[config.mk]
export PLATFORM = sky130hd
export DESIGN_NAME = csr_unit
export DESIGN_NICKNAME = d
export VERILOG_FILES = /design/src/csr_pkg.sv /design/src/csr_timer.sv /design/src/csr_regfile.sv /design/src/trap_ctrl.sv /design/src/csr_unit.sv
export SDC_FILE = /design/constraint.sdc
export NUM_CORES = 1
export LEC_CHECK = 0
export CORE_MARGIN = 3
export CORE_UTILIZATION = 30
export DETAILED_ROUTE_END_ITERATION = 7
export DONT_BUFFER_PORTS = 1
export PLACE_DENSITY = 0.44
export RECOVER_POWER = 50
export SLEW_MARGIN = 15
export SYNTH_ARGS = -nofsm -noshare
export SYNTH_HDL_FRONTEND = slang
export SYNTH_HIERARCHICAL = 1
export SYNTH_SLANG_ARGS = --single-unit
[constraint.sdc]
create_clock -name clk -period 3.9 [get_ports clk]
set_input_delay 0.975 -clock clk [delete_from_list [all_inputs] [get_ports clk]]
set_output_delay 0.975 -clock clk [all_outputs]
set_load 0.02 [all_outputs]
[src/csr_pkg.sv]
package csr_pkg;

    localparam int IRQ_HW_W = 8;
    localparam int TIMER_W  = 32;   // default, widths 8..32 work

    typedef logic [13:0] csr_num_t;

    // supported csr numbers
    localparam csr_num_t CSR_CRMD   = 14'h000;
    localparam csr_num_t CSR_PRMD   = 14'h001;
    localparam csr_num_t CSR_ECFG   = 14'h004;
    localparam csr_num_t CSR_ESTAT  = 14'h005;
    localparam csr_num_t CSR_ERA    = 14'h006;
    localparam csr_num_t CSR_EENTRY = 14'h00c;
    localparam csr_num_t CSR_SAVE0  = 14'h030;
    localparam csr_num_t CSR_SAVE1  = 14'h031;
    localparam csr_num_t CSR_SAVE2  = 14'h032;
    localparam csr_num_t CSR_SAVE3  = 14'h033;
    localparam csr_num_t CSR_TID    = 14'h040;
    localparam csr_num_t CSR_TCFG   = 14'h041;
    localparam csr_num_t CSR_TVAL   = 14'h042;
    localparam csr_num_t CSR_TICLR  = 14'h044;

    localparam logic [5:0] ECODE_INT = 6'h00;

    // request kind from the core
    typedef enum logic [2:0] {
        OP_NONE,
        OP_RD,
        OP_WR,
        OP_XCHG,
        OP_EXCP,
        OP_ERTN,
        OP_IDLE
    } csr_op_e;

    // what the unit does this cycle
    typedef enum logic [2:0] {
        ACT_NONE,
        ACT_ACCESS,
        ACT_TRAP,
        ACT_ERTN
    } trap_act_e;

    typedef struct packed {
        csr_op_e     op;
        csr_num_t    num;
        logic [31:0] wdata;
        logic [31:0] mask;       // xchg only
        logic [31:0] pc;
        logic [5:0]  ecode;
        logic [8:0]  esubcode;
    } csr_req_t;

    typedef struct packed {
        logic        flush;
        logic [31:0] pc;
    } redirect_t;

endpackage

[src/csr_timer.sv]
`timescale 1ns/10ps

module csr_timer #(
    parameter int TIMER_W = csr_pkg::TIMER_W
) (
    input  logic               clk,
    input  logic               rstn,
    input  logic               tcfg_we,
    input  logic               ticlr_we,
    input  logic [31:0]        wdata,
    output logic [TIMER_W-1:0] tcfg,
    output logic [TIMER_W-1:0] tval,
    output logic               ti
);

    logic               tcfg_new;   // tcfg written last cycle
    logic               en;
    logic               periodic;
    logic [TIMER_W-1:0] init_val;

    assign en       = tcfg[0];
    assign periodic = tcfg[1];
    assign init_val = {tcfg[TIMER_W-1:2], 2'b00};

    always_ff @(posedge clk)
    begin
        if (!rstn)
        begin
            tcfg     <= '0;
            tcfg_new <= 1'b0;
        end
        else
        begin
            tcfg_new <= tcfg_we;
            if (tcfg_we)
                tcfg <= wdata[TIMER_W-1:0];
        end
    end

    always_ff @(posedge clk)
    begin
        if (!rstn)
        begin
            tval <= '0;
            ti   <= 1'b0;
        end
        else
        begin
            if (ticlr_we && wdata[0])
                ti <= 1'b0;
            else if (en && !tcfg_new && tval == '0)
                ti <= 1'b1;

            if (en && (tcfg_new || (periodic && tval == '0)))
                tval <= init_val;
            else if (en && tval != '1)
                tval <= tval - 1'b1;   // one-shot parks at all ones
        end
    end

endmodule

[src/csr_regfile.sv]
`timescale 1ns/10ps

module csr_regfile import csr_pkg::*; #(
    parameter int TIMER_W = csr_pkg::TIMER_W
) (
    input  logic                clk,
    input  logic                rstn,
    input  csr_req_t            req,
    input  trap_act_e           act,
    input  logic [5:0]          trap_ecode,
    input  logic [8:0]          trap_esubcode,
    input  logic [31:0]         trap_era,
    input  logic [IRQ_HW_W-1:0] irq_hw,
    input  logic [TIMER_W-1:0]  tcfg,
    input  logic [TIMER_W-1:0]  tval,
    input  logic                ti,
    output logic [31:0]         rdata,
    output logic                int_pending,
    output logic [31:0]         eentry,
    output logic [31:0]         era,
    output logic [8:0]          crmd,
    output logic                tcfg_we,
    output logic                ticlr_we,
    output logic [31:0]         wdata
);

    logic [2:0]  prmd;
    logic [11:0] ecfg_lie;      // bit 10 stays zero
    logic [1:0]  estat_is;
    logic [5:0]  estat_ecode;
    logic [8:0]  estat_esubcode;
    logic [31:6] eentry_q;
    logic [31:0] save [4];
    logic [31:0] tid;
    logic [31:0] old_val;
    logic [31:0] wmask;
    logic [11:0] pending;
    logic        do_write;

    assign eentry  = {eentry_q, 6'b0};
    assign pending = {ti, 1'b0, irq_hw, estat_is};

    // interrupt seen only with global enable set
    assign int_pending = crmd[2] & |(pending & ecfg_lie);

    always_comb
    begin
        case (req.num)
            CSR_CRMD:   old_val = {23'b0, crmd};
            CSR_PRMD:   old_val = {29'b0, prmd};
            CSR_ECFG:   old_val = {20'b0, ecfg_lie};
            CSR_ESTAT:  old_val = {1'b0, estat_esubcode, estat_ecode, 4'b0, pending};
            CSR_ERA:    old_val = era;
            CSR_EENTRY: old_val = eentry;
            CSR_SAVE0, CSR_SAVE1, CSR_SAVE2, CSR_SAVE3:
                old_val = save[req.num[1:0]];
            CSR_TID:    old_val = tid;
            CSR_TCFG:   old_val = 32'(tcfg);
            CSR_TVAL:   old_val = 32'(tval);
            default:    old_val = '0;   // ticlr and unknown numbers
        endcase
    end

    assign wmask    = (req.op == OP_WR) ? '1 : req.mask;
    assign wdata    = (old_val & ~wmask) | (req.wdata & wmask);
    assign do_write = (act == ACT_ACCESS) && (req.op != OP_RD);
    assign tcfg_we  = do_write && (req.num == CSR_TCFG);
    assign ticlr_we = do_write && (req.num == CSR_TICLR);

    always_ff @(posedge clk)
    begin
        if (!rstn)
        begin
            crmd           <= 9'h008;   // da=1
            prmd           <= '0;
            ecfg_lie       <= '0;
            estat_is       <= '0;
            estat_ecode    <= '0;
            estat_esubcode <= '0;
            era            <= '0;
            eentry_q       <= '0;
            save           <= '{default: '0};
            tid            <= '0;
        end
        else if (act == ACT_TRAP)
        begin
            prmd           <= crmd[2:0];
            crmd[2:0]      <= 3'b000;
            era            <= trap_era;
            estat_ecode    <= trap_ecode;
            estat_esubcode <= trap_esubcode;
        end
        else if (act == ACT_ERTN)
            crmd[2:0] <= prmd;
        else if (do_write)
        begin
            case (req.num)
                CSR_CRMD:
                begin
                    crmd[2:0] <= wdata[2:0];
                    crmd[8:5] <= wdata[8:5];
                    if (wdata[4] ^ wdata[3])   // da and pg exclusive
                        crmd[4:3] <= wdata[4:3];
                end
                CSR_PRMD:   prmd <= wdata[2:0];
                CSR_ECFG:   ecfg_lie <= {wdata[11], 1'b0, wdata[9:0]};
                CSR_ESTAT:  estat_is <= wdata[1:0];
                CSR_ERA:    era <= wdata;
                CSR_EENTRY: eentry_q <= wdata[31:6];
                CSR_SAVE0, CSR_SAVE1, CSR_SAVE2, CSR_SAVE3:
                    save[req.num[1:0]] <= wdata;
                CSR_TID:    tid <= wdata;
                default:    ;
            endcase
        end
    end

    always_ff @(posedge clk)
    begin
        if (!rstn)
            rdata <= '0;
        else
            rdata <= (act == ACT_ACCESS) ? old_val : '0;
    end

endmodule

[src/trap_ctrl.sv]
`timescale 1ns/10ps

module trap_ctrl import csr_pkg::*; (
    input  logic        clk,
    input  logic        rstn,
    input  csr_req_t    req,
    input  logic        stall,
    input  logic        int_pending,
    input  logic [31:0] eentry,
    input  logic [31:0] era,
    output trap_act_e   act,
    output logic [5:0]  trap_ecode,
    output logic [8:0]  trap_esubcode,
    output logic [31:0] trap_era,
    output redirect_t   redirect,
    output logic        excp_flush,
    output logic        ertn_flush,
    output logic        clk_stall
);

    typedef enum logic {
        ST_RUN,
        ST_IDLE
    } state_e;

    state_e      state;
    state_e      state_nxt;
    logic        flush_nxt;
    logic [31:0] pc_nxt;
    logic        flush_q;
    logic [31:0] pc_q;

    // interrupt wins over stall and the held request
    always_comb
    begin
        act           = ACT_NONE;
        trap_ecode    = req.ecode;
        trap_esubcode = req.esubcode;
        trap_era      = req.pc;
        state_nxt     = state;
        if (int_pending)
        begin
            act           = ACT_TRAP;
            trap_ecode    = ECODE_INT;
            trap_esubcode = '0;
            state_nxt     = ST_RUN;
            if (state == ST_IDLE)
                trap_era = req.pc + 32'd4;   // resume past idle
        end
        else if (state == ST_RUN && !stall)
        begin
            case (req.op)
                OP_EXCP:               act = ACT_TRAP;
                OP_ERTN:               act = ACT_ERTN;
                OP_RD, OP_WR, OP_XCHG: act = ACT_ACCESS;
                OP_IDLE:               state_nxt = ST_IDLE;
                default:               ;
            endcase
        end
    end

    always_comb
    begin
        flush_nxt = 1'b1;
        pc_nxt    = req.pc + 32'd4;
        case (act)
            ACT_TRAP:   pc_nxt = eentry;
            ACT_ERTN:   pc_nxt = era;
            ACT_ACCESS: flush_nxt = (req.op != OP_RD);
            default:    flush_nxt = 1'b0;
        endcase
    end

    always_ff @(posedge clk)
    begin
        if (!rstn)
        begin
            state      <= ST_RUN;
            flush_q    <= 1'b0;
            excp_flush <= 1'b0;
            ertn_flush <= 1'b0;
        end
        else
        begin
            state      <= state_nxt;
            flush_q    <= flush_nxt;
            excp_flush <= (act == ACT_TRAP);
            ertn_flush <= (act == ACT_ERTN);
        end
    end

    always_ff @(posedge clk)
        pc_q <= pc_nxt;

    assign redirect  = '{flush: flush_q, pc: pc_q};
    assign clk_stall = (state == ST_IDLE);

endmodule

[src/csr_unit.sv]
`timescale 1ns/10ps

module csr_unit import csr_pkg::*; #(
    parameter int TIMER_W = csr_pkg::TIMER_W
) (
    input  logic                clk,
    input  logic                rstn,
    input  csr_req_t            req,
    input  logic                stall,
    input  logic [IRQ_HW_W-1:0] irq_hw,
    output logic [31:0]         rdata,
    output redirect_t           redirect,
    output logic                excp_flush,
    output logic                ertn_flush,
    output logic [8:0]          crmd,
    output logic                clk_stall
);

    trap_act_e          act;
    logic [5:0]         trap_ecode;
    logic [8:0]         trap_esubcode;
    logic [31:0]        trap_era;
    logic               int_pending;
    logic [31:0]        eentry;
    logic [31:0]        era;
    logic               tcfg_we;
    logic               ticlr_we;
    logic [31:0]        wdata;
    logic [TIMER_W-1:0] tcfg;
    logic [TIMER_W-1:0] tval;
    logic               ti;

    trap_ctrl trap_ctrl_i (
        .clk, .rstn, .req, .stall, .int_pending, .eentry, .era,
        .act, .trap_ecode, .trap_esubcode, .trap_era,
        .redirect, .excp_flush, .ertn_flush, .clk_stall
    );

    csr_regfile #(.TIMER_W(TIMER_W)) csr_regfile_i (
        .clk, .rstn, .req, .act, .trap_ecode, .trap_esubcode, .trap_era,
        .irq_hw, .tcfg, .tval, .ti,
        .rdata, .int_pending, .eentry, .era, .crmd,
        .tcfg_we, .ticlr_we, .wdata
    );

    csr_timer #(.TIMER_W(TIMER_W)) csr_timer_i (
        .clk, .rstn, .tcfg_we, .ticlr_we, .wdata,
        .tcfg, .tval, .ti
    );

endmodule

; Yosys cells after proc, flatten, opt, wreduce, memory -nomap -nowiden
; Index checks and enable logic that the tools add are counted.
[classes]
magnitude_cmp = 2
n_reduce_logical = 42
bitwise_logic = 12
eq_ne = 25
n_addsub = 2
mux = 30
[op_table]
columns = cell, n
row1 = $mux 32, 12
row2 = $pmux 32 s10, 1
row3 = $bwmux 128, 1
row4 = $and 32x32->32, 2
row5 = $bmux 32 s2, 1
row6 = $demux 32 s2, 1
row7 = $pmux 32 s2, 1
row8 = $eq 14x6->1 const B, 4
row9 = $eq 14x7->1 const B, 4
row10 = $eq 14x3->1 const B, 3
row11 = $add 32x3->32 const B, 1
row12 = $logic_not 32->1, 1
row13 = $ne 32x32->1 const B, 1
row14 = $not 32->32, 1
row15 = $or 32x32->32, 1
row16 = $sub 32x1->32 const B, 1
row17 = $mux 3, 9
row18 = $reduce_and 4->1, 6
row19 = $eq 14x1->1 const B, 1
row20 = $eq 14x4->1 const B, 1
row21 = $logic_not 14->1, 1
row22 = $and 12x12->12, 1
row23 = $eq 3x2->1 const B, 4
row24 = $reduce_bool 2->1, 6
row25 = other kinds (24), 48
[totals]
input_bits = 139
word_cells = 139
output_inout_bits = 77
ff_bits = 392

; Longest topological paths before layout
[depth]
ltp_word = 11
ltp_mapped = 17
depth_no_buf = 13

; Cells and area by module
; Netlist, hierarchy kept.
[modules_own_cells]
columns = mod, n_inst, seq_area_each_um2, cells_each, area_per_inst_um2
row1 = csr_regfile, 1, 5805.6, 1596, 13880.8
row2 = csr_timer, 1, 1321.3, 380, 3449.6
row3 = trap_ctrl, 1, 720.7, 313, 2577.5

; Least setup slack after synthesis
; Ideal clock, no wire load.
[synth_timing]
kind = input port to flip-flop
start = in irq_hw[0]
end = reg csr_timer_i.tcfg[11]
cell_stages = 15
setup_ns = 0.128
t_required_ns = 3.772
path_buffers = 3
arrival_time_ns = 3.961
path_slack_ns = -0.189
path_cell_list = a22o_1 > a221oi_1 > and3_1 > a21boi_0 > buf_2 > nor3_1 > o211ai_1 > inv_1 > nor3b_1 > o21ai_0 > nor3_1 > clkbuf_1 > clkbuf_1 > mux2i_1 > nor2_1
[synth_between]
elab_chain_cells = 7
[synth_lines]
columns = item, line_no
row1 = from (decl), csr_unit.sv:10  ; input logic [IRQ_HW_W-1:0] irq_hw,
row2 = $and 12x12->12, csr_regfile.sv:44  ; assign int_pending = crmd[2] & |(pending & ecfg_lie);
row3 = $reduce_or 12->1, csr_regfile.sv:44
row4 = $and 1x1->1, csr_regfile.sv:44
row5 = net int_pending, csr_unit.sv:23  ; logic int_pending;
row6 = $mux 3, trap_ctrl.sv:41  ; if (int_pending)
row7 = net act[0], csr_unit.sv:19  ; trap_act_e act;
row8 = $eq 3x1->1, csr_regfile.sv:66  ; assign do_write = (act == ACT_ACCESS) && (req.op != OP_RD);
row9 = $logic_and 1x1->1, csr_regfile.sv:66
row10 = $logic_and 1x1->1, csr_regfile.sv:67  ; assign tcfg_we = do_write && (req.num == CSR_TCFG);
row11 = net tcfg_we, csr_unit.sv:26  ; logic tcfg_we;
row12 = to (signal assigned), csr_timer.sv:36  ; tcfg <= wdata[TIMER_W-1:0];
row13 = to (decl), csr_timer.sv:11  ; output logic [TIMER_W-1:0] tcfg,
; The timed path passes the listed nets, and every way through them passes these cells.
; A chain may end at the register's enable or synchronous reset.

; Final worst setup path
[layout_timing]
start = in irq_hw[0]
end = reg csr_regfile_i.era[21]
[layout_between]
elab_chain_cells = 8
elab_cells_between_ends = 14
cone_classes = 4 x eq/ne / 3 x mux / 2 x bitwise / 5 x reduce/logical
[layout_lines]
columns = item, line_no
row1 = $and 12x12->12 (*), csr_regfile.sv:44
row2 = $reduce_or 12->1 (*), csr_regfile.sv:44
row3 = $and 1x1->1 (*), csr_regfile.sv:44
row4 = net int_pending, csr_unit.sv:23
row5 = $mux 3 (*), trap_ctrl.sv:41
row6 = net act[0], csr_unit.sv:19
row7 = $eq 3x1->1, csr_regfile.sv:66
row8 = $logic_and 1x1->1, csr_regfile.sv:66
row9 = $reduce_bool 2->1 (no source line), n/a
row10 = $reduce_and 3->1 (no source line), n/a
row11 = to (signal assigned), csr_regfile.sv:89  ; era <= trap_era;
row12 = to (signal assigned), csr_regfile.sv:108  ; CSR_ERA: era <= wdata;
row13 = to (decl), csr_regfile.sv:20  ; output logic [31:0] era,
; The timed path passes the listed nets; every way through them passes the cells marked *.

==> flow_metrics.env <==
export IMPL_reg2reg_depth=15
export IMPL_drt_antenna_violating_nets=0
export IMPL_drt_iter0_markers=2402
export IMPL_die_w_um=264
export IMPL_cts_inserted_buffers=47
export IMPL_slew_headroom_pct=17.9
export IMPL_synth_top_area_cell="dfxtp_1"
export IMPL_fillers=6662
export IMPL_post_cts_buffers=0
export IMPL_fin_crit_ns=3.54
export IMPL_r2r_end="csr_regfile_i/era[21]"
export IMPL_yosysWarnings=6
export IMPL_path_buf_inv=4
export IMPL_synth_edff_count=0
export IMPL_placed_area_um2=21300
export IMPL_io_buffers=0
export IMPL_cp_required_ns=4.34
export IMPL_grt_overflow=0
export IMPL_synth_most_common_cell="dfxtp_1"
export IMPL_synthArstFlopShare_pct=0
export IMPL_syn_to_final_growth_pct=14.8
export IMPL_cellPowerDensity_nw_per_um2=412
export IMPL_cpMaxStageDelayCell="clkbuf_1"
export IMPL_htree_num_levels=2
export IMPL_cpPeakStageDelay_ns=0.37
export IMPL_finalHoldViolations=0
export IMPL_rows=93
export IMPL_start_kind="primary input"
export IMPL_hold_start="csr_regfile_i/save[33]"
export IMPL_critPathTopFamily="compound AO/OA/AOI/OAI gates"
export IMPL_clock_sinks=392
export IMPL_skew_ns=0.0234
export IMPL_whs_ns=0.452
export IMPL_ys_seq_elements=392
export IMPL_leakage_nw=7.82
export IMPL_vdd_drop_max_v=0.000279
export IMPL_boundaryPins=216
export IMPL_gp_congestion=0.907
export IMPL_startpoint="irq_hw[0]"
export IMPL_finalPower_mw=9.42
export IMPL_grt_pass1_vias=18100
export IMPL_worstPathArrival_ns=3.98
export IMPL_r2r_setup_slack_ns=0.39
export IMPL_hpwl_mm=67.7
export IMPL_end_kind="flip-flop"
export IMPL_insertion_delay_ns=0.60
export IMPL_yosys_top_cells_count="dfxtp_1, nand2_1, nand3_1, nor2_1, o21ai_0"
export IMPL_final_nets=2418
export IMPL_vias=19000
export IMPL_synth_top_area_share_pct=39.4
export IMPL_layout_drive_gt1_share_pct=14.2
export IMPL_crit_end="csr_regfile_i/era[21]"
export IMPL_grt_total_usage_pct=25.7
export IMPL_max_cap_violations=0
export IMPL_route_detailed_drc=0
export IMPL_setup_viol=0
export IMPL_final_area_um2=22800
export IMPL_root_buffer="clkbuf_16"
export IMPL_die_h_um=264
export IMPL_post_cts_resized=0
export IMPL_initial_core_util_pct=30.6
export IMPL_crit_type="primary input to flip-flop"
export IMPL_cp_depth=15
export IMPL_clockBufferDepth=3
export IMPL_cp_cell_sequence="a22o_1 -> a221oi_1 -> and3_1 -> a21boi_2 -> nor3_1 -> o211ai_1 -> inv_1 -> nor3b_1 -> clkbuf_4 -> o21a_1 -> clkbuf_1 -> a21oi_1 -> buf_12 -> a22oi_1 -> o32ai_2"
export IMPL_viasPerCell=6.00
export IMPL_syn_inst=2289
export IMPL_dr_pass1_iters=7
export IMPL_status="completed"
export IMPL_synth_area_leaders="dfxtp_1, nand2_1, nand3_1"
export IMPL_final_cells=3169
export IMPL_wl_mm=93.3
export IMPL_critPathMaxFanout=32
export IMPL_yosysSeqAreaShare_pct=39.4
export IMPL_rsz0062_at_grt="false"
export IMPL_dp_cells=3081
export IMPL_synth_cell_types=105
export IMPL_coreArea_um2=65000
export IMPL_slew_violations=0
export IMPL_worst_pin_slew_ns=1.20
export IMPL_tritoncts="done"
export IMPL_grt_pass1_wl_mm=133
export IMPL_syn_cell_area_um2=19900
export IMPL_antenna_found_initial=1
export IMPL_fin_crit_sh_pct=90.7
export IMPL_hold_class="flip-flop to flip-flop"
export IMPL_cts_hold_buf=0
export IMPL_fmax_ghz=0.283
export IMPL_synth_ff_type="dfxtp_1"
export IMPL_cts_reportedPaths_clkPinSlew_ns=0.06
export IMPL_avgSynthCellArea_um2=8.70
export IMPL_die_area_um2=69500
export IMPL_avgRoutedWirePerCell_um=29.4
export IMPL_grt_max_degree=242
export IMPL_r2r_start="csr_regfile_i/ecfg_lie[5]"
==> flip-flops by register name, summed over array words and instances, names as in the netlist, 11 cells and up <==
name / cells
csr_timer_i/tval: 32
csr_regfile_i/save: 128
csr_regfile_i/ecfg_lie: 11
csr_regfile_i/eentry_q: 26
csr_regfile_i/tid: 32
csr_timer_i/tcfg: 32
csr_regfile_i/era: 32
csr_regfile_i/rdata: 32
trap_ctrl_i/pc_q: 32
==> metrics by stage <==
step	utilization (%)	setup TNS [ns]	setup slack [ns]
3_5_place_dp	32.7	-0.335	-0.0670
6_report	35.1	0	0.361
5_1_grt	35.1	0	0.147
4_1_cts	35.3	0	0.570
2_1_floorplan	-	0	0.00428
3_3_place_gp	32.7	0	0.0307
==> power breakdown <==
group | total (mW) | leakage, nW | switching [mW] | internal, mW
registers | 4.10 | 3.17 | 0.0590 | 4.04
logic | 0.519 | 3.81 | 0.362 | 0.157
clock network | 4.80 | 0.845 | 1.87 | 2.93
==> worst min path at each step <==
stage / end / cells after the start
final: csr_regfile_i/save[33] / 2
after global routing: csr_regfile_i/save[33] / 2
after CTS: csr_regfile_i/save[33] / 2
after detailed placement: csr_regfile_i/save[33] / 2
after global placement: csr_regfile_i/save[35] / 2
after floorplan: csr_regfile_i/save[33] / 2
==> worst reg2reg max path: cells and delay by family, from the launching register on <==
family / cells / cell delay, ns
buffers and inverters: 4 / 0.84
DFF: 1 / 0.36
AOI/OAI and AO/OA: 8 / 1.52
and+or+nand+nor: 3 / 0.65
==> cells in the final DEF (no fill, tap or decap), types with 20 or more instances in the layout <==
master and count:
nand3_1 189, mux2i_1 57, a31oi_1 29, inv_1 32, a222oi_1 23, clkbuf_16 48
o21ai_0 134, buf_4 97, mux4_2 32, nand2_1 267, xnor2_1 40, a22o_1 20
o31ai_1 24, o211ai_1 26, xor2_1 28, a32o_1 23, and3_1 23, a21oi_1 88
dfxtp_1 392, nor2b_1 30, a22oi_1 80, o22ai_1 74, nor2_1 165
==> layer usage <==
metal  GRT usage [%]  wire, µm
met5               0         0
met4            10.3      3980
met3            3.94      6720
met2            41.7     43300
met1            34.2     39300
==> cell type report <==
type	count	area, µm²	area share [%]
multi-input combinational	1670	11000	48.0
sequential	392	7850	34.4
clock buffer	68	1430	6.24
timing repair buffer	129	1150	5.02
tap	855	1070	4.68
clock inverter	19	260	1.14
inverter	35	131	0.575
antenna	1	2.50	0.0110
==> cells by family after synthesis <==
group,Yosys count,synth area share (%)
simple gates,853,22.3
xor+xnor,68,2.99
fa+ha+maj,4,0.251
mux,93,6.71
flops,392,39.4
compound gates,645,22.7
buf+inv,232,5.57
other cells,2,0.0377
No activity file was read; power rests on OpenSTA's default activity.
